--- src/common/ni_pkg.sv ---
// Two virtual channels; BuffDepth must stay a power of two, as buffer pointers wrap by overflow
package ni_pkg;

  // Channel and buffer sizing
  localparam int NumVirtChn   = 2;
  localparam int BuffDepth    = 8;                  // Flits per channel
  localparam int BuffPtrWidth = $clog2(BuffDepth);  // Read and write pointer width
  localparam int PktWidth     = 8;                  // Packet size counter width

  // Plain vector types
  typedef logic [15:0]                   csr_addr_t;  // Register bus address
  typedef logic [31:0]                   csr_data_t;  // Register data word
  typedef logic [31:0]                   flit_t;      // Flit payload
  typedef logic [$clog2(NumVirtChn)-1:0] vc_id_t;     // Channel index
  typedef logic [15:0]                   vc_ocup_t;   // Buffer occupancy
  typedef logic [PktWidth-1:0]           pkt_size_t;  // Flits in one packet
  typedef logic [NumVirtChn-1:0]         vc_mask_t;   // One bit per channel

  // Register window in the bus address space
  localparam csr_addr_t CsrBaseAddr = 16'h1000;

  // Byte offsets from CsrBaseAddr
  localparam csr_addr_t CsrVersion     = 16'h0000;  // RO
  localparam csr_addr_t CsrRouterX     = 16'h0004;  // RO
  localparam csr_addr_t CsrRouterY     = 16'h0008;  // RO
  localparam csr_addr_t CsrIrqStatus   = 16'h000C;  // RO, irq vector
  localparam csr_addr_t CsrIrqMux      = 16'h0010;  // RW, interrupt select
  localparam csr_addr_t CsrIrqMask     = 16'h0014;  // RW, mask or threshold
  // Packet sizes, one word per channel
  localparam csr_addr_t CsrPktSizeBase = 16'h0018;
  localparam csr_addr_t CsrPktSize0    = CsrPktSizeBase;
  localparam csr_addr_t CsrPktSize1    = CsrPktSizeBase + 16'h0004;

  // Identifier word, "NI" plus version 1.0
  localparam csr_data_t NiVersion = 32'h4E490100;

  // Interrupt source select
  typedef enum logic [1:0] {
    IrqDefault = 2'd0,  // Not empty
    IrqEmpty   = 2'd1,  // Not empty, masked
    IrqFull    = 2'd2,  // Full, masked
    IrqComp    = 2'd3   // Occupancy against threshold
  } irq_mux_t;

  // Ownership of the shared register bus
  typedef enum logic {
    OwnHost = 1'b0,
    OwnDbg  = 1'b1
  } arb_owner_t;

endpackage

--- src/csr_arbiter.sv ---
// Two-way round robin for a slave with ready tied high; requesters must hold valid until ready
`timescale 1ns/1ps

module csr_arbiter import ni_pkg::*; (
  input  logic      clk_axi,
  input  logic      arst_axi,
  // Host requester
  input  logic      host_valid_i,
  input  logic      host_wr_i,
  input  csr_addr_t host_addr_i,
  input  csr_data_t host_wdata_i,
  output logic      host_ready_o,
  output logic      host_resp_valid_o,
  // Debug requester
  input  logic      dbg_valid_i,
  input  logic      dbg_wr_i,
  input  csr_addr_t dbg_addr_i,
  input  csr_data_t dbg_wdata_i,
  output logic      dbg_ready_o,
  output logic      dbg_resp_valid_o,
  // Towards the register block
  output logic      req_valid_o,
  output logic      req_wr_o,
  output csr_addr_t req_addr_o,
  output csr_data_t req_wdata_o,
  input  logic      resp_valid_i
);
  // Owner of the latest accepted request and of its pending response
  arb_owner_t owner_ff;

  // A lone requester always wins; on a conflict the peer of the last owner wins
  assign host_ready_o = host_valid_i & (~dbg_valid_i | (owner_ff == OwnDbg));
  assign dbg_ready_o  = dbg_valid_i & (~host_valid_i | (owner_ff == OwnHost));

  always_comb begin : req_mux
    req_valid_o = host_ready_o | dbg_ready_o;  // Slave never stalls
    if (dbg_ready_o) begin
      req_wr_o    = dbg_wr_i;
      req_addr_o  = dbg_addr_i;
      req_wdata_o = dbg_wdata_i;
    end else begin
      req_wr_o    = host_wr_i;   // Also the idle value
      req_addr_o  = host_addr_i;
      req_wdata_o = host_wdata_i;
    end
  end

  always_ff @(posedge clk_axi or posedge arst_axi) begin
    if (arst_axi) begin
      owner_ff <= OwnDbg;  // Host wins the first conflict
    end else if (host_ready_o) begin
      owner_ff <= OwnHost;
    end else if (dbg_ready_o) begin
      owner_ff <= OwnDbg;
    end
  end

  // Response lands one cycle after accept while owner_ff still names that requester
  assign host_resp_valid_o = resp_valid_i & (owner_ff == OwnHost);
  assign dbg_resp_valid_o  = resp_valid_i & (owner_ff == OwnDbg);

  // Slave answers exactly one cycle after an accept
  a_resp_after_req : assert property (@(posedge clk_axi) disable iff (arst_axi)
    resp_valid_i |-> $past(req_valid_o))
    else $error("Response without an accepted request");

endmodule

--- src/csr/ni_csr.sv ---
// Accepts every request, answers one cycle later; errors on RO writes and unmapped offsets
`timescale 1ns/1ps

module ni_csr import ni_pkg::*; #(
  parameter logic [7:0] RouterXId = 8'd0,
  parameter logic [7:0] RouterYId = 8'd0
) (
  input  logic                       clk_axi,
  input  logic                       arst_axi,
  // Request from the arbiter
  input  logic                       req_valid_i,
  input  logic                       req_wr_i,
  input  csr_addr_t                  req_addr_i,
  input  csr_data_t                  req_wdata_i,
  // Response, one cycle after accept
  output logic                       resp_valid_o,
  output logic                       resp_error_o,
  output csr_data_t                  resp_rdata_o,
  // Buffer status per channel
  input  vc_mask_t                   empty_i,
  input  vc_mask_t                   full_i,
  input  vc_ocup_t  [NumVirtChn-1:0] ocup_i,
  input  pkt_size_t [NumVirtChn-1:0] pkt_size_i,
  // Interrupts
  output vc_mask_t                   irq_vcs_o,
  output logic                       irq_trig_o
);
  csr_addr_t offset;         // Address relative to the window
  csr_data_t decoded_data;   // Read mux output
  logic      error_wr;
  logic      error_rd;
  logic      resp_valid_ff;
  logic      error_ff;       // Read and write errors alike
  csr_data_t rdata_ff;
  csr_data_t next_rdata;
  irq_mux_t  irq_mux_ff;
  irq_mux_t  next_irq_mux;
  csr_data_t irq_mask_ff;    // Bit per channel or threshold in [15:0]
  csr_data_t next_irq_mask;

  assign offset = req_addr_i - CsrBaseAddr;

  always_comb begin : csr_decoder_w
    error_wr      = 1'b0;
    next_irq_mux  = irq_mux_ff;
    next_irq_mask = irq_mask_ff;
    if (req_valid_i && req_wr_i) begin
      case (offset)
        CsrIrqMux:  next_irq_mux = irq_mux_t'(req_wdata_i[1:0]);  // Upper bits ignored
        CsrIrqMask: next_irq_mask = req_wdata_i;
        default:    error_wr = 1'b1;  // RO or unmapped
      endcase
    end
  end

  always_comb begin : csr_decoder_r
    error_rd     = 1'b0;
    decoded_data = '0;
    if (req_valid_i && !req_wr_i) begin
      case (offset)
        CsrVersion:   decoded_data = NiVersion;
        CsrRouterX:   decoded_data = csr_data_t'(RouterXId);
        CsrRouterY:   decoded_data = csr_data_t'(RouterYId);
        CsrIrqStatus: decoded_data = csr_data_t'(irq_vcs_o);  // Live vector
        CsrIrqMux:    decoded_data = csr_data_t'(irq_mux_ff);
        CsrIrqMask:   decoded_data = irq_mask_ff;
        default: begin
          // Packet size words sit one per channel after the base
          error_rd = 1'b1;
          for (int i = 0; i < NumVirtChn; i++) begin
            if (offset == csr_addr_t'(CsrPktSizeBase + 4 * i)) begin
              decoded_data = csr_data_t'(pkt_size_i[i]);
              error_rd     = 1'b0;
            end
          end
        end
      endcase
    end
    // Error keeps the previous read data
    next_rdata = (req_valid_i && !req_wr_i && !error_rd) ? decoded_data : rdata_ff;
  end

  always_comb begin : irq_gen
    irq_vcs_o = '0;
    for (int i = 0; i < NumVirtChn; i++) begin
      case (irq_mux_ff)
        IrqDefault: irq_vcs_o[i] = ~empty_i[i];
        IrqEmpty:   irq_vcs_o[i] = ~empty_i[i] & irq_mask_ff[i];
        IrqFull:    irq_vcs_o[i] = full_i[i] & irq_mask_ff[i];
        IrqComp:    irq_vcs_o[i] = (ocup_i[i] >= irq_mask_ff[15:0]);  // Threshold
        default:    irq_vcs_o[i] = ~empty_i[i];
      endcase
    end
  end

  assign irq_trig_o = |irq_vcs_o;  // Any channel

  always_ff @(posedge clk_axi or posedge arst_axi) begin
    if (arst_axi) begin
      resp_valid_ff <= 1'b0;
      error_ff      <= 1'b0;
      rdata_ff      <= '0;
      irq_mux_ff    <= IrqDefault;
      irq_mask_ff   <= '1;  // All channels enabled
    end else begin
      resp_valid_ff <= req_valid_i;
      error_ff      <= error_rd | error_wr;
      rdata_ff      <= next_rdata;
      irq_mux_ff    <= next_irq_mux;
      irq_mask_ff   <= next_irq_mask;
    end
  end

  assign resp_valid_o = resp_valid_ff;
  assign resp_error_o = error_ff;
  assign resp_rdata_o = rdata_ff;

endmodule

--- src/vc_buffer/vc_rd_buffer.sv ---
// First-word-fall-through FIFO, depth a power of two; writer must not push full, reader not pop empty
`timescale 1ns/1ps

module vc_rd_buffer import ni_pkg::*; (
  input  logic      clk_axi,
  input  logic      arst_axi,
  // Write side, from the router
  input  logic      wr_en_i,
  input  flit_t     wr_data_i,
  input  logic      wr_last_i,   // Closes a packet
  // Read side, head flit always visible
  input  logic      rd_pop_i,
  output flit_t     rd_data_o,
  // Status
  output logic      empty_o,
  output logic      full_o,
  output vc_ocup_t  ocup_o,
  output pkt_size_t pkt_size_o   // Length of the last complete packet
);
  flit_t                   mem [BuffDepth];
  logic [BuffPtrWidth-1:0] wr_ptr_ff;
  logic [BuffPtrWidth-1:0] rd_ptr_ff;
  vc_ocup_t                ocup_ff;
  pkt_size_t               flit_cnt_ff;  // Flits of the packet in progress
  pkt_size_t               pkt_size_ff;
  logic                    push;
  logic                    pop;

  // Misuse is dropped here and flagged by the assertions below
  assign push = wr_en_i & ~full_o;
  assign pop  = rd_pop_i & ~empty_o;

  assign empty_o    = (ocup_ff == '0);
  assign full_o     = (ocup_ff == vc_ocup_t'(BuffDepth));
  assign ocup_o     = ocup_ff;
  assign rd_data_o  = mem[rd_ptr_ff];  // Fall through
  assign pkt_size_o = pkt_size_ff;

  always_ff @(posedge clk_axi) begin
    if (push) begin
      mem[wr_ptr_ff] <= wr_data_i;
    end
  end

  always_ff @(posedge clk_axi or posedge arst_axi) begin
    if (arst_axi) begin
      wr_ptr_ff   <= '0;
      rd_ptr_ff   <= '0;
      ocup_ff     <= '0;
      flit_cnt_ff <= '0;
      pkt_size_ff <= '0;
    end else begin
      if (push) begin
        wr_ptr_ff <= wr_ptr_ff + 1'b1;  // Wraps at BuffDepth
      end
      if (pop) begin
        rd_ptr_ff <= rd_ptr_ff + 1'b1;
      end
      // Push and pop together cancel out
      case ({push, pop})
        2'b10:   ocup_ff <= ocup_ff + 1'b1;
        2'b01:   ocup_ff <= ocup_ff - 1'b1;
        default: ocup_ff <= ocup_ff;
      endcase
      if (push) begin
        if (wr_last_i) begin
          pkt_size_ff <= flit_cnt_ff + 1'b1;  // Last flit counts too
          flit_cnt_ff <= '0;
        end else begin
          flit_cnt_ff <= flit_cnt_ff + 1'b1;
        end
      end
    end
  end

  // Router honours the full flag
  a_no_write_full : assert property (@(posedge clk_axi) disable iff (arst_axi)
    wr_en_i |-> !full_o)
    else $error("Flit written into a full channel");

  // Reader honours the empty flag
  a_no_pop_empty : assert property (@(posedge clk_axi) disable iff (arst_axi)
    rd_pop_i |-> !empty_o)
    else $error("Pop from an empty channel");

endmodule

--- src/ni_rx_top.sv ---
// Receive side only, single clock; flits are never sent into a full channel
`timescale 1ns/1ps

module ni_rx_top import ni_pkg::*; #(
  parameter logic [7:0] RouterXId = 8'd0,
  parameter logic [7:0] RouterYId = 8'd0
) (
  input  logic                   clk_axi,
  input  logic                   arst_axi,
  // Host requester
  input  logic                   host_valid_i,
  input  logic                   host_wr_i,
  input  csr_addr_t              host_addr_i,
  input  csr_data_t              host_wdata_i,
  output logic                   host_ready_o,
  output logic                   host_resp_valid_o,
  // Debug requester
  input  logic                   dbg_valid_i,
  input  logic                   dbg_wr_i,
  input  csr_addr_t              dbg_addr_i,
  input  csr_data_t              dbg_wdata_i,
  output logic                   dbg_ready_o,
  output logic                   dbg_resp_valid_o,
  // Shared by both requesters
  output logic                   resp_error_o,
  output csr_data_t              resp_rdata_o,
  // Flits from the router
  input  logic                   flit_valid_i,
  input  vc_id_t                 flit_vc_i,
  input  flit_t                  flit_data_i,
  input  logic                   flit_last_i,
  // Local reader
  input  vc_mask_t               rd_pop_i,
  output flit_t [NumVirtChn-1:0] rd_data_o,
  // Interrupts
  output vc_mask_t               irq_vcs_o,
  output logic                   irq_trig_o
);
  logic                       req_valid;
  logic                       req_wr;
  csr_addr_t                  req_addr;
  csr_data_t                  req_wdata;
  logic                       resp_valid;
  vc_mask_t                   empty;
  vc_mask_t                   full;
  vc_ocup_t  [NumVirtChn-1:0] ocup;
  pkt_size_t [NumVirtChn-1:0] pkt_size;

  csr_arbiter u_arbiter (
    .clk_axi           (clk_axi),
    .arst_axi          (arst_axi),
    .host_valid_i      (host_valid_i),
    .host_wr_i         (host_wr_i),
    .host_addr_i       (host_addr_i),
    .host_wdata_i      (host_wdata_i),
    .host_ready_o      (host_ready_o),
    .host_resp_valid_o (host_resp_valid_o),
    .dbg_valid_i       (dbg_valid_i),
    .dbg_wr_i          (dbg_wr_i),
    .dbg_addr_i        (dbg_addr_i),
    .dbg_wdata_i       (dbg_wdata_i),
    .dbg_ready_o       (dbg_ready_o),
    .dbg_resp_valid_o  (dbg_resp_valid_o),
    .req_valid_o       (req_valid),
    .req_wr_o          (req_wr),
    .req_addr_o        (req_addr),
    .req_wdata_o       (req_wdata),
    .resp_valid_i      (resp_valid)
  );

  ni_csr #(
    .RouterXId (RouterXId),
    .RouterYId (RouterYId)
  ) u_csr (
    .clk_axi      (clk_axi),
    .arst_axi     (arst_axi),
    .req_valid_i  (req_valid),
    .req_wr_i     (req_wr),
    .req_addr_i   (req_addr),
    .req_wdata_i  (req_wdata),
    .resp_valid_o (resp_valid),
    .resp_error_o (resp_error_o),
    .resp_rdata_o (resp_rdata_o),
    .empty_i      (empty),
    .full_i       (full),
    .ocup_i       (ocup),
    .pkt_size_i   (pkt_size),
    .irq_vcs_o    (irq_vcs_o),
    .irq_trig_o   (irq_trig_o)
  );

  // One buffer per channel, written when the flit carries its index
  for (genvar v = 0; v < NumVirtChn; v++) begin : g_vc
    vc_rd_buffer u_buffer (
      .clk_axi    (clk_axi),
      .arst_axi   (arst_axi),
      .wr_en_i    (flit_valid_i && (flit_vc_i == vc_id_t'(v))),
      .wr_data_i  (flit_data_i),
      .wr_last_i  (flit_last_i),
      .rd_pop_i   (rd_pop_i[v]),
      .rd_data_o  (rd_data_o[v]),
      .empty_o    (empty[v]),
      .full_o     (full[v]),
      .ocup_o     (ocup[v]),
      .pkt_size_o (pkt_size[v])
    );
  end

endmodule

--- config.mk ---
export PLATFORM = sky130hd
export DESIGN_NAME = ni_rx_top
export DESIGN_NICKNAME = d
export VERILOG_FILES = /design/src/common/ni_pkg.sv /design/src/csr_arbiter.sv /design/src/csr/ni_csr.sv /design/src/vc_buffer/vc_rd_buffer.sv /design/src/ni_rx_top.sv
export SDC_FILE = /design/constraint.sdc
export NUM_CORES = 1
export LEC_CHECK = 0
export BUFFER_PORTS_ARGS = -buffer_cell sky130_fd_sc_hd__buf_4
export CORE_MARGIN = 2
export CORE_UTILIZATION = 45
export CTS_BUF_LIST = sky130_fd_sc_hd__clkbuf_8 sky130_fd_sc_hd__clkbuf_16
export CTS_CLUSTER_SIZE = 10
export DETAILED_ROUTE_END_ITERATION = 16
export PLACE_DENSITY = 0.73
export SYNTH_ARGS = -nofsm -noshare
export SYNTH_HDL_FRONTEND = slang
export SYNTH_HIERARCHICAL = 1
export SYNTH_SLANG_ARGS = --single-unit
--- constraint.sdc ---
create_clock -name clk_axi -period 4.7 [get_ports clk_axi]
set_clock_uncertainty 0.1 [all_clocks]
set_input_delay 0.47 -clock clk_axi [delete_from_list [all_inputs] [get_ports clk_axi]]
set_output_delay 0.47 -clock clk_axi [all_outputs]
set_load 0.1 [all_outputs]
# Yosys cells after proc, flatten, opt, wreduce, memory -nomap -nowiden

Memories as Yosys holds them, arrays and structs flattened.
Index checks and enable logic that the tools add are counted.

Register bits: 145
Bits in latches: 0
Memory bits (writable): 512
ROM bits: 0
Input bits: 139
Output and inout port bits: 104
Memories kept: 2

Memories:

| memory               | words | width | read ports | clocked after memory_dff | write ports | RTL line           | text |
|---|---|---|---|---|---|---|---|
| g_vc[0].u_buffer.mem | 8     | 32    | 1          | 0                        | 1           | vc_rd_buffer.sv:20 | `flit_t mem [BuffDepth];` |
| g_vc[1].u_buffer.mem | 8     | 32    | 1          | 0                        | 1           | vc_rd_buffer.sv:20 |  |

Add/subtract/negate cells: 11
Multipliers: 0
Div/mod/pow operators: 0
Order comparisons: 2
Equality and inequality tests: 16
Shift operators: 0
Multiplexer cells: 25
Bitwise gates (word level): 24
Reduce and logical (&&, ||, !) cells: 22

Operators with widths:

| kind                                                                    | number |
|---|---|
| 32-bit one-hot mux with 5 select lines                                  | 1 |
| 16-bit by 4-bit equality test with 1-bit output (second input constant) | 4 |
| 16-bit by 5-bit equality test with 1-bit output (second input constant) | 4 |
| 32-bit two-way mux                                                      | 2 |
| 16-bit one-hot mux with 2 select lines                                  | 2 |
| 16-bit zero test                                                        | 3 |
| 16-bit by 1-bit adder with 16-bit output (second input constant)        | 2 |
| 16-bit >= comparator                                                    | 2 |
| 8-bit two-way mux                                                       | 4 |
| 16-bit by 1-bit subtractor with 16-bit output (second input constant)   | 2 |
| 8-bit by 1-bit adder with 8-bit output (second input constant)          | 2 |
| 16-bit by 3-bit equality test with 1-bit output (second input constant) | 1 |
| 16-bit two-way mux                                                      | 1 |
| 16-bit by 13-bit subtractor with 16-bit output (second input constant)  | 1 |
| 1-bit two-way mux                                                       | 13 |
| 3-bit by 1-bit adder with 3-bit output (second input constant)          | 4 |
| 1-bit bitwise AND                                                       | 12 |
| 2-bit equality test (second input constant)                             | 4 |
| 1-bit NOT                                                               | 8 |
| 1-bit one-hot mux with 4 select lines                                   | 2 |
| 2-bit AND reduction                                                     | 4 |
| 2-bit by 1-bit equality test with 1-bit output (second input constant)  | 3 |
| 2-bit nonzero test                                                      | 3 |
| 2-bit OR reduction                                                      | 3 |
| 5 further kinds                                                         | 13 |

# Depth between registers and ports, before layout

Gate-level depths: netlist of run 1.

Word-level depth: 12
Depth in mapped cells: 13

# Modules after synthesis

The synthesis of run 1 kept the hierarchy.

By module, submodules not included:

| module       | times used | cells each | area each (um^2) | seq. area each (um^2) |
|---|---|---|---|---|
| vc_rd_buffer | 2          | 636        | 11962.7          | 8638.3 |
| ni_csr       | 1          | 340        | 3907.5           | 1741.7 |
| csr_arbiter  | 1          | 64         | 715.7            | 26.3 |
| ni_rx_top    | 1          | 2          | 16.3             | 0.0 |

# Least setup slack after synthesis of run 1

No wires, ideal clock.

Path type: input to register
From: in flit_vc_i
To: mem g_vc[0].u_buffer/mem[2][0] in the netlist's numbering, enable pin
Data arrival time: 4.493 ns
Required time: 4.087 ns
Path slack: -0.406 ns
Stages: 5
Buffers on the path: 1
Cell sequence: and2b_2 > o21a_1 > inv_1 > buf_4 > nor4b_1

Longest elaborated chain between the ends: 5

RTL lines:

| item                                    | RTL line           | text |
|---|---|---|
| from (decl)                             | ni_rx_top.sv:29    | `input vc_id_t flit_vc_i,` |
| 1-bit NOT                               | ni_rx_top.sv:97    | `.wr_en_i (flit_valid_i && (flit_vc_i == vc_id_t'(v))),` |
| 1-bit logical AND                       | ni_rx_top.sv:97    |  |
| 1-bit bitwise AND                       | vc_rd_buffer.sv:30 | `assign push = wr_en_i & ~full_o;` |
| 1-bit two-way mux                       | vc_rd_buffer.sv:40 | `if (push) begin` |
| 1-bit two-way mux (implied by the code) | vc_rd_buffer.sv:41 | `mem[wr_ptr_ff] <= wr_data_i;` |
| to (decl)                               | vc_rd_buffer.sv:20 |  |

Every way passes these cells.

# Worst setup path after layout of run 1

From: reg g_vc[0].u_buffer.ocup_ff[11]
To: reg g_vc[0].u_buffer.ocup_ff[14]

Longest elaborated chain between the ends: 5

RTL lines:

| item                                                                                  | RTL line           | text |
|---|---|---|
| from (decl)                                                                           | vc_rd_buffer.sv:23 | `vc_ocup_t ocup_ff;` |
| from (signal assigned)                                                                | vc_rd_buffer.sv:61 | `2'b10: ocup_ff <= ocup_ff + 1'b1;` |
| from (signal assigned)                                                                | vc_rd_buffer.sv:62 | `2'b01: ocup_ff <= ocup_ff - 1'b1;` |
| from (signal assigned)                                                                | vc_rd_buffer.sv:63 | `default: ocup_ff <= ocup_ff;` |
| branches (longest 5 deep; another with 16-bit by 1-bit subtractor with 16-bit output) | --                 |  |

Several ways; the timed one is not identified.
A chain may end at the register's enable or synchronous reset.

==> impl_metrics.py, run 1 <==
metrics = {
    "status": {
        "status": "complete, no violations",
    },
    "critical_path": {
        "cp_max_fo": 19,
        "cp.required_ns": 5.03,
        "start_kind": "register",
        "crit_top_cell": "ha_1",
        "endpoint_kind": "register",
        "cpMaxStageDelayCell": "ha_1",
        "cp_slowest_stage_delay_ns": 0.68,
        "crit_type": "reg2reg",
        "path_cells": "nor4_1 -> nand4_1 -> o21a_1 -> inv_1 -> ha_1 -> ha_1 -> a211o_1 -> a211oi_1 -> nor2_1 -> a221oi_2 -> xor2_1 -> o21ai_1",
        "crit_arrival_ns": 4.71,
    },
    "yosys": {
        "synthCells": 1678,
        "ys_seq_area_share_pct": 66.7,
        "ys_ff_latch": 657,
        "yosysWarnings": 6,
        "async_reset_ff_share_pct": 22.1,
        "yosysTopAreaCell": "edfxtp_1",
        "syn-cell-area_um2": 28600,
        "syn-num-nets": 1890,
        "synth.distinct_cells": 72,
        "syn_avg_cell_area_um2": 17.0,
        "yosys_most_used_dff": "edfxtp_1",
        "netlist.area_leader.share_pct": 53.8,
        "yosysMostFrequentCell": "edfxtp_1",
        "synth_common_cells": "edfxtp_1, mux4_2, mux2_2, nand2_1, dfrtp_1",
        "synth_edf_count": 512,
        "synthTopCellsByArea": "edfxtp_1, mux4_2, dfrtp_1",
    },
    "sta": {
        "layout_min_cycle_time_ns": 4.38,
        "tightest_slew_ns": 1.10,
        "fin_tns_setup_ns": 0,
        "max-slew-margin-rel_pct": 26.5,
        "finalCritPeriodShare_pct": 93.1,
        "hold_slack_ns": 0.0362,
        "rsz0062_at_grt": "false",
        "fmax_ghz": 0.228,
        "final_max_slew_viol_count": 0,
        "hold_viol": 0,
        "finalSetupViolations": 0,
    },
    "clock_network": {
        "cts_tree": "built",
        "htree_levels": 3,
        "cts_setup_buffers": 0,
        "numCtsBuffers": 78,
        "clockRootBuffer": "clkbuf_16",
        "clk_path_buf_depth": 3,
        "clk_pin_slew_ns": 0.06,
        "cts_resized": 0,
        "clock_latency_ns": 0.63,
        "clkSinkCount": 657,
        "ctsHoldBuffers": 2,
    },
    "pwr": {
        "p_int_mw": 12.9,
        "power.density_nw_per_um2": 642,
        "switching_share_pct": 40.6,
        "worst_ir_drop_vdd_mv": 0.450,
        "combPwrFrac_pct": 39.9,
        "power.switching_mw": 8.79,
        "seq_power_share_pct": 35.3,
        "p_leak_nw": 12.2,
        "pwr-share-clk_pct": 24.8,
    },
    "grt": {
        "grt_pass1_wl_um": 101000,
        "grtUsageMet2_pct": 33.4,
        "grt.busiest_layer": "met2",
        "use_met1_pct": 26.6,
        "use_met3_pct": 3.60,
        "antenna_found_initial": 4,
        "grtUsageTotal_pct": 19.9,
        "grt_max_degree": 69,
        "grt_pass1_vias": 16800,
        "grt_overflow_total": 0,
    },
    "place": {
        "port_buffers": 242,
        "dp_hpwl_um": 39400,
        "dpl.cell_count": 2724,
        "gp_congestion": 0.851,
        "placed_cell_area_um2": 31400,
    },
    "route": {
        "drc": 0,
        "dr.pass1.iters": 5,
        "wl_um": 65000,
        "vias": 16100,
        "vias_per_cell": 5.67,
        "drtAntennaViolNets": 0,
        "drt_iter0_drc": 1256,
        "wl_per_cell_um": 22.8,
    },
    "finish": {
        "num_antenna_cells": 0,
        "n_fill_cell": 4895,
        "fin_nets": 2172,
        "syn_to_final_growth_pct": 18.1,
        "drive_gt1_share_pct": 36.4,
        "fin_cells": 2845,
        "final_util_pct": 53.6,
        "stdcell_area_um2": 33700,
    },
    "die": {
        "initial_utilization_pct": 45.4,
        "fp.dieH_um": 256,
        "design.die.area_um2": 65500,
        "coreArea_um2": 63000,
        "pin_count": 243,
        "rows": 92,
        "die_w_um": 256,
    },
    "run": {
        "max-cap-violations": 0,
    },
    "worst_hold_path": {
        "min_path_type": "in2reg",
    },
}
layer usage:
layer | part of all wire (%) | wire length, um
met5 | 0.052 | 34
met4 | 2.4 | 1560
met3 | 6.2 | 4000
met2 | 50 | 32700
met1 | 41 | 26700
state kept, by name, indices dropped and copies added, names as in the netlist:
name                       cells
u_arbiter/owner_ff             1
g_vc.u_buffer/rd_ptr_ff        6
u_csr/resp_error_o             1
g_vc.u_buffer/ocup_o          32
u_csr/irq_mask_ff             32
g_vc.u_buffer/flit_cnt_ff     16
u_csr/irq_mux_ff               2
u_csr/resp_valid_o             1
g_vc.u_buffer/mem            512
g_vc.u_buffer/pkt_size_o      16
u_csr/resp_rdata_o            32
g_vc.u_buffer/wr_ptr_ff        6
power groups by stage:
stage	clock network, mW	logic, mW	registers (mW)
2_1_floorplan	0	7.19	7.18
3_3_place_gp	0	8.56	7.71
3_5_place_dp	0	8.64	7.77
4_1_cts	5.48	8.68	7.67
5_1_grt	5.70	9.10	7.74
6_report	5.36	8.65	7.65
critical path, delay by kind of cell, from the launching register on:
family	cells	cell delay (ns)
XOR/XNOR	1	0.17
flip-flops	1	0.41
adder cells (fa/ha/maj)	2	1.10
AND/OR/NAND/NOR	3	0.87
buffers and inverters	1	0.11
AO/OA/AOI/OAI	5	1.40
placed cells by master, fill, tap and decap left out, drive strengths merged, types with 3 or more instances in the layout:
cell type  netlist  routed
edfxtp         512     512
buf             40     274
mux2           159     159
mux4           128     128
nand2          114     114
dfrtp          112     112
o21ai           96      96
clkbuf          34      83
ha              71      71
inv             38      67
a21oi           44      44
nor2            38      38
dfstp           33      33
xnor2           28      28
nand2b          20      20
nor3            18      18
xor2            16      16
a22o            16      16
nand3           15      15
o31ai           13      13
nor4            11      11
a21o             8       8
and3             8       8
nor2b            7       7
nand4            7       7
a211oi           6       6
a22oi            6       6
clkinv           0       6
o21a             5       5
a31oi            5       5
nor3b            5       5
nor4b            5       5
a211o            4       4
or2              4       4
mux2i            4       4
a221oi           4       4
o2111ai          3       3
and2             3       3
metrics by stage:
step / total power, mW / worst slack, ns
final: 21.7 / 0.323
after global routing: 22.5 / 0.0397
after CTS: 21.8 / 0.443
after detailed placement: 16.4 / 0.499
after global placement: 16.3 / 0.543
after floorplan: 14.4 / 0.400
logic make-up after synthesis:
logic type | Yosys count | share of synthesized area (%)
adder cells (fa/ha/maj) | 73 | 3.25
buffers and inverters | 112 | 1.98
XOR/XNOR | 44 | 1.35
AND/OR/NAND/NOR | 267 | 4.56
multiplexers | 291 | 16.9
AO/OA/AOI/OAI | 234 | 5.23
flip-flops | 657 | 66.7
cell type report:
type / count / area, um^2 / share of cell area [%]
clock buffers: 83 / 2030 / 6.02
inverters: 38 / 143 / 0.423
well taps: 846 / 1060 / 3.14
multi-input cells: 909 / 9080 / 26.9
clock inverters: 36 / 254 / 0.753
flip-flops and latches: 657 / 19100 / 56.5
repair buffers: 276 / 2110 / 6.27
final timing paths:
kind / from / end / slack, ns / cells after the start
worst min-delay path: flit_data_i[15] / g_vc[0].u_buffer/mem[6][15]$_DFFE_PP_ / 0.04 / 1
worst max-delay path: g_vc[0].u_buffer/ocup_o[11]$_DFFE_PP0P_ / g_vc[0].u_buffer/ocup_o[14]$_DFFE_PP0P_ / 0.32 / 12
worst min register to register: u_csr/resp_rdata_o[7]$_DFFE_PP0P_ / u_csr/resp_rdata_o[7]$_DFFE_PP0P_ / 0.38 / 2
worst max register to register: g_vc[0].u_buffer/ocup_o[11]$_DFFE_PP0P_ / g_vc[0].u_buffer/ocup_o[14]$_DFFE_PP0P_ / 0.32 / 12
max in group asynchronous: arst_axi / u_csr/resp_rdata_o[18]$_DFFE_PP0P_ / 3.35 / 4
min in group asynchronous: arst_axi / u_arbiter/owner_ff$_DFFE_PP1P_ / 0.35 / 3
Power figures use the tool's default switching activity.
==> inputs of run 2 (changes only) <==
--- a/config.mk
+++ b/config.mk
@@ -8,7 +8,7 @@
 export BUFFER_PORTS_ARGS = -buffer_cell sky130_fd_sc_hd__buf_4
 export CORE_MARGIN = 2
 export CORE_UTILIZATION = 45
-export CTS_BUF_LIST = sky130_fd_sc_hd__clkbuf_8 sky130_fd_sc_hd__clkbuf_16
+export CTS_BUF_LIST = sky130_fd_sc_hd__clkbuf_2 sky130_fd_sc_hd__clkbuf_4 sky130_fd_sc_hd__clkbuf_8
 export CTS_CLUSTER_SIZE = 10
 export DETAILED_ROUTE_END_ITERATION = 16
 export PLACE_DENSITY = 0.73
==> run 2 against run 1 <==
Compared with the run above: count of clock-buffer cells in the layout up 59; non-clock buffer count up 76; die area unchanged; sequential power about the same; design area up 2.0%; sequential share of layout area down 1.1 points.
==> impl_metrics.py, run 2 (synthesized netlist as in run 1, its figures left out) <==
metrics = {
    "worst_hold_path": {
        "min_path_type": "in2reg",
    },
    "critical_path": {
        "cp_max_fo": 19,
        "cpLargestDelayFamily": "compound AO/OA/AOI/OAI gates",
        "crit_type": "reg2reg",
        "cpMaxStageDelayCell": "ha_1",
        "critPathBufInv": 1,
        "start_kind": "register",
        "crit_top_cell": "ha_1",
        "regToRegSetupSlack_ns": 0.32,
        "cp.required_ns": 5.16,
        "path_cells": "nor4_1 -> nand4_1 -> o21a_1 -> inv_1 -> ha_1 -> ha_1 -> a211o_1 -> a211oi_1 -> nor2_1 -> a221oi_2 -> xor2_1 -> o21ai_1",
        "cp_slowest_stage_delay_ns": 0.69,
        "endpoint_kind": "register",
        "crit_arrival_ns": 4.84,
    },
    "clock_network": {
        "numCtsBuffers": 104,
        "cts_tree": "built",
        "clk_path_buf_depth": 3,
        "clk_pin_slew_ns": 0.06,
        "htree_levels": 3,
        "clock_latency_ns": 0.72,
        "clockRootBuffer": "clkbuf_8",
        "clkSinkCount": 657,
    },
    "finish": {
        "mostFrequentLayoutCells": "edfxtp_1, buf_4, mux4_2",
        "regArea_um2": 19100,
        "n_fill_cell": 4867,
        "syn_to_final_growth_pct": 20.5,
        "final_common_cell": "edfxtp_1",
        "fin_nets": 2274,
        "multiInputGateArea_um2": 9080,
        "largest_register_ffs": 512,
        "drive_gt1_share_pct": 37.2,
        "top_register": "g_vc.u_buffer/mem",
    },
    "sta": {
        "max-slew-margin-rel_pct": 24.2,
        "finalSetupViolations": 0,
        "fmax_ghz": 0.228,
        "setup_slack_ns": 0.318,
        "final_max_slew_viol_count": 0,
        "hold_viol": 0,
        "layout_min_cycle_time_ns": 4.38,
        "rsz0062_at_grt": "false",
        "fin_tns_setup_ns": 0,
        "finalCritPeriodShare_pct": 93.2,
        "tightest_slew_ns": 1.14,
    },
    "route": {
        "vias_per_cell": 5.48,
        "drc": 0,
        "wl_um": 64900,
        "wl_per_cell_um": 21.6,
        "drtAntennaViolNets": 0,
        "vias": 16400,
        "dr.pass1.iters": 5,
        "drt_iter0_drc": 1306,
    },
    "pwr": {
        "seq_power_share_pct": 35.8,
        "power.density_nw_per_um2": 621,
        "worst_ir_drop_vdd_mv": 0.405,
        "combPwrFrac_pct": 40.8,
        "pwr-share-clk_pct": 23.5,
        "switching_share_pct": 41.3,
        "p_leak_nw": 12.5,
        "p_int_mw": 12.5,
        "power.switching_mw": 8.81,
    },
    "grt": {
        "grt_max_degree": 69,
        "grtUsageTotal_pct": 19.9,
        "grt_pass1_vias": 17200,
        "grt_pass1_wl_um": 101000,
        "grt_overflow_total": 0,
        "antenna_found_initial": 5,
    },
    "status": {
        "status": "complete, no violations",
    },
    "die": {
        "rows": 92,
        "die_w_um": 256,
        "design.die.area_um2": 65500,
        "coreArea_um2": 63000,
        "initial_utilization_pct": 45.4,
        "fp.dieH_um": 256,
        "pin_count": 243,
    },
    "place": {
        "dp_hpwl_um": 39400,
        "dp_slack_ns": 0.499,
        "port_buffers": 242,
        "gp_congestion": 0.851,
    },
    "run": {
        "max-cap-violations": 0,
    },
}
==> run 2: cell types whose count changed in the layout (fill, tap and decap cells not counted), moves of 2 or more <==
| cell | delta |
|---|---|
| bufinv_16 | +5 |
| inv_1 | -25 |
| dlygate4sd3_1 | +76 |
| clkinv_16 | -2 |
| diode_2 | +3 |
| clkinv_1 | +30 |
| clkbuf_16 | -79 |
| clkbuf_8 | +107 |
| clkbuf_4 | +31 |
| clkinv_2 | +9 |
==> run 2: repair_timing <==
action | 4_1_cts | 5_1_grt
buffers inserted | 0 | 0
resized for setup | 0 | 0
endpoints found under the setup margin | 0 | 0
hold endpoints to repair | 649 | 0
hold buffers | 78 | 0
==> run 2: through the flow <==
stage | util [%] | instances | hold slack [ns] | area, um^2 | power [mW]
2_1_floorplan | - | 1678 | 0.260 | 28600 | 14.4
3_3_place_gp | 49.9 | 2724 | 0.366 | 31400 | 16.3
3_5_place_dp | 49.9 | 2724 | 0.378 | 31400 | 16.4
4_1_cts | 54.6 | 2999 | 0.000324 | 34400 | 21.5
5_1_grt | 54.6 | 3001 | 0.00948 | 34400 | 22.3
6_report | 54.7 | 3002 | 0.0452 | 34400 | 21.4
==> run 2: power by group through the flow <==
| stage | Sequential (mW) | Combinational [mW] | Clock, mW |
|---|---|---|---|
| after floorplan | 7.18 | 7.19 | 0 |
| after global placement | 7.71 | 8.56 | 0 |
| after detailed placement | 7.77 | 8.64 | 0 |
| after CTS | 7.65 | 8.73 | 5.11 |
| after global routing | 7.73 | 9.16 | 5.36 |
| final | 7.64 | 8.70 | 5.01 |
==> run 2: area by class of cell <==
| type | count | area share (%) |
|---|---|---|
| timing repair buffer | 352 | 8.36 |
| multi-input combinational | 909 | 26.4 |
| inverter | 38 | 0.415 |
| tap | 846 | 3.08 |
| clock inverter | 55 | 1.25 |
| antenna | 3 | 0.0218 |
| clock buffer | 142 | 5.12 |
| sequential | 657 | 55.4 |
==> run 2: worst register-to-register path, stage by stage (launching register included) <==
cell	delay [ns]
dfrtp_1	0.44
nor4_1	0.43
nand4_1	0.26
o21a_1	0.32
inv_1	0.11
ha_1	0.69
ha_1	0.43
a211o_1	0.31
a211oi_1	0.42
nor2_1	0.18
a221oi_2	0.31
xor2_1	0.17
o21ai_1	0.07
==> run 2: metal layers <==
metal	GRT usage, %	wire length, um	part of all wire (%)
met3	3.71	3630	5.6
met2	32.7	32100	49
met4	7.10	1900	2.9
met1	26.6	27300	42
met5	0	13	0.020
==> run 2: final timing paths <==
kind                                                    startpoint                                 endpoint  cells after the start
max reg2reg                g_vc[0].u_buffer/ocup_o[12]$_DFFE_PP0P_  g_vc[0].u_buffer/ocup_o[14]$_DFFE_PP0P_                     12
max                        g_vc[0].u_buffer/ocup_o[12]$_DFFE_PP0P_  g_vc[0].u_buffer/ocup_o[14]$_DFFE_PP0P_                     12
max in group asynchronous                                 arst_axi       u_csr/resp_rdata_o[12]$_DFFE_PP0P_                      4
min reg2reg                      u_csr/resp_rdata_o[7]$_DFFE_PP0P_        u_csr/resp_rdata_o[7]$_DFFE_PP0P_                      2
min                                               host_wdata_i[20]        u_csr/irq_mask_ff[20]$_DFFE_PP1P_                      3
min in group asynchronous                                 arst_axi           u_arbiter/owner_ff$_DFFE_PP1P_                      3
==> inputs of run 3 (changes only) <==
--- a/config.mk
+++ b/config.mk
@@ -11,7 +11,8 @@
 export CTS_BUF_LIST = sky130_fd_sc_hd__clkbuf_2 sky130_fd_sc_hd__clkbuf_4 sky130_fd_sc_hd__clkbuf_8
 export CTS_CLUSTER_SIZE = 10
 export DETAILED_ROUTE_END_ITERATION = 16
-export PLACE_DENSITY = 0.73
+export PLACE_DENSITY = 0.71
+export REMOVE_ABC_BUFFERS = 1
 export SYNTH_ARGS = -nofsm -noshare
 export SYNTH_HDL_FRONTEND = slang
 export SYNTH_HIERARCHICAL = 1
==> run 3 against run 2 <==
Compared with the run above: critical path depth stayed put; maximum frequency is 5.8% higher; sequential share of layout area is 0.36 points higher; final cell count is 0.83% lower; sequential power is 0.8% lower; first-iteration DRC count is 11% lower; count of clock-buffer cells in the layout is 15 higher; setup slack better by 0.24 ns; critical path type unchanged; largest cell class unchanged; highest routed layer unchanged.
==> impl_metrics.py, run 3 (synthesized netlist as in run 1, its figures left out) <==
metrics = {
    "grt": {
        "grt_overflow_total": 0,
        "grt_pass1_vias": 17000,
        "grtUsageTotal_pct": 19.9,
        "antenna_found_initial": 3,
        "grt_max_degree": 54,
        "grt_pass1_wl_um": 99800,
    },
    "finish": {
        "fin_nets": 2262,
        "syn_to_final_growth_pct": 19.7,
        "drive_gt1_share_pct": 38.0,
        "stdcell_area_um2": 34200,
        "top_register": "g_vc.u_buffer/mem",
        "regArea_um2": 19100,
        "largest_register_ffs": 512,
        "final_common_cell": "edfxtp_1",
        "final_util_pct": 54.3,
        "multiInputGateArea_um2": 9040,
        "mostFrequentLayoutCells": "edfxtp_1, buf_4, mux4_2",
        "n_fill_cell": 4965,
    },
    "critical_path": {
        "reg2reg_to": "g_vc[0].u_buffer/ocup_o[14]$_DFFE_PP0P_",
        "reg2reg_depth": 12,
        "cp.required_ns": 5.14,
        "crit_arrival_ns": 4.58,
        "endpoint_kind": "register",
        "start_kind": "register",
        "crit_type": "reg2reg",
        "regToRegSetupSlack_ns": 0.56,
        "cp_max_fo": 19,
        "r2r-start": "g_vc[0].u_buffer/ocup_o[0]$_DFFE_PP0P_",
    },
    "clock_network": {
        "clkSinkCount": 657,
        "clock_latency_ns": 0.68,
        "clockRootBuffer": "clkbuf_8",
        "cts_resized": 0,
        "clk_path_buf_depth": 3,
        "htree_levels": 3,
        "cts_tree": "built",
        "cts_setup_buffers": 0,
        "numCtsBuffers": 105,
        "clk_pin_slew_ns": 0.06,
    },
    "die": {
        "initial_utilization_pct": 45.4,
        "coreArea_um2": 63000,
        "die_w_um": 256,
        "design.die.area_um2": 65500,
        "rows": 92,
        "pin_count": 243,
        "fp.dieH_um": 256,
    },
    "route": {
        "drt_iter0_drc": 1157,
        "vias_per_cell": 5.49,
        "dr.pass1.iters": 7,
        "wl_per_cell_um": 21.7,
        "vias": 16300,
        "wl_um": 64700,
        "drtAntennaViolNets": 0,
        "drc": 0,
    },
    "pwr": {
        "power.switching_mw": 8.67,
        "p_int_mw": 12.5,
        "worst_ir_drop_vdd_mv": 0.351,
        "power.density_nw_per_um2": 620,
        "total_power_mw": 21.2,
        "p_leak_nw": 12.4,
        "seq_power_share_pct": 35.8,
        "pwr-share-clk_pct": 23.2,
        "switching_share_pct": 40.9,
        "combPwrFrac_pct": 41.0,
    },
    "place": {
        "port_buffers": 242,
        "gp_congestion": 0.814,
        "dp_hpwl_um": 38800,
        "placed_cell_area_um2": 31400,
    },
    "worst_hold_path": {
        "min_to": "u_csr/irq_mask_ff[31]$_DFFE_PP1P_",
        "min-delay-start": "host_wdata_i[31]",
        "min_path_type": "in2reg",
        "holdPathStages": 3,
    },
    "sta": {
        "hold_viol": 0,
        "fin_tns_setup_ns": 0,
        "final_max_slew_viol_count": 0,
        "finalSetupViolations": 0,
        "layout_min_cycle_time_ns": 4.14,
        "tightest_slew_ns": 1.13,
        "fmax_ghz": 0.241,
        "rsz0062_at_grt": "false",
        "finalCritPeriodShare_pct": 88.1,
        "hold_slack_ns": 0.0643,
        "max-slew-margin-rel_pct": 24.8,
    },
    "status": {
        "status": "complete, no violations",
    },
    "run": {
        "max-cap-violations": 0,
    },
}
-- run 3: cell count changes in the layout (fill, tap and decap cells not counted), moves of 2 or more --
cell,before,now
bufinv_16,5,3
clkinv_1,30,15
clkbuf_4,31,42
nor4_4,2,0
nor4b_4,2,0
clkbuf_8,111,115
clkinv_2,12,8
nor4b_2,1,3
dlygate4sd3_1,78,61
inv_16,2,0
buf_4,271,274
diode_2,3,1
nor4_2,0,2
-- run 3: worst max-delay path, cell delays in order (launching register included) --
cell      delay, ns
dfrtp_1        0.46
nor4_1         0.36
nand4_1        0.22
o21a_1         0.32
inv_1          0.11
ha_1           0.65
ha_1           0.42
a211o_1        0.30
a211oi_1       0.33
nor2_1         0.17
a221oi_2       0.33
xor2_1         0.17
o21ai_1        0.07
-- run 3: area by class of cell --
type / count / area share, %
sequential: 657 / 55.7
multi-input combinational: 909 / 26.5
timing repair buffer: 339 / 8.04
clock buffer: 157 / 5.55
tap: 846 / 3.10
clock inverter: 30 / 0.692
inverter: 38 / 0.417
antenna: 1 / 0.00732
-- run 3: worst max-delay path by stage --
stage,from,endpoint
after floorplan,flit_vc_i,g_vc[0].u_buffer/mem[2][0]$_DFFE_PP_
final,g_vc[0].u_buffer/ocup_o[0]$_DFFE_PP0P_,g_vc[0].u_buffer/ocup_o[14]$_DFFE_PP0P_
after global placement,g_vc[0].u_buffer/ocup_o[0]$_DFFE_PP0P_,g_vc[0].u_buffer/ocup_o[14]$_DFFE_PP0P_
after detailed placement,g_vc[0].u_buffer/ocup_o[0]$_DFFE_PP0P_,g_vc[0].u_buffer/ocup_o[14]$_DFFE_PP0P_
after global routing,g_vc[0].u_buffer/ocup_o[0]$_DFFE_PP0P_,g_vc[0].u_buffer/ocup_o[14]$_DFFE_PP0P_
after CTS,g_vc[0].u_buffer/ocup_o[0]$_DFFE_PP0P_,irq_trig_o
-- run 3: power by group through the flow --
stage                     registers, mW  logic [mW]  clock network [mW]
after detailed placement           7.72        8.67                   0
after global placement             7.66        8.61                   0
after floorplan                    7.66        6.73                   0
after global routing               7.68        9.16                5.31
final                              7.58        8.70                4.92
after CTS                          7.60        8.75                5.05
-- run 3: per-stage QoR --
step,setup WS (ns),cells
after global routing,0.362,2976
after detailed placement,0.598,2728
final,0.559,2977
after CTS,0.541,2976
after floorplan,-0.369,1604
after global placement,0.663,2728
-- run 3: layer usage --
layer	track usage (%)	share of wire [%]	up-vias
li1	-	-	7359
met1	26.6	42	8274
met2	32.4	48	607
met3	4.60	7.4	90
met4	6.21	2.2	2
met5	0	0.019	-
-- run 3: repair_timing --
item / CTS / global route
endpoints found under the setup margin: 0 / 0
hold buffers: 61 / 0
hold endpoints to repair: 622 / 0
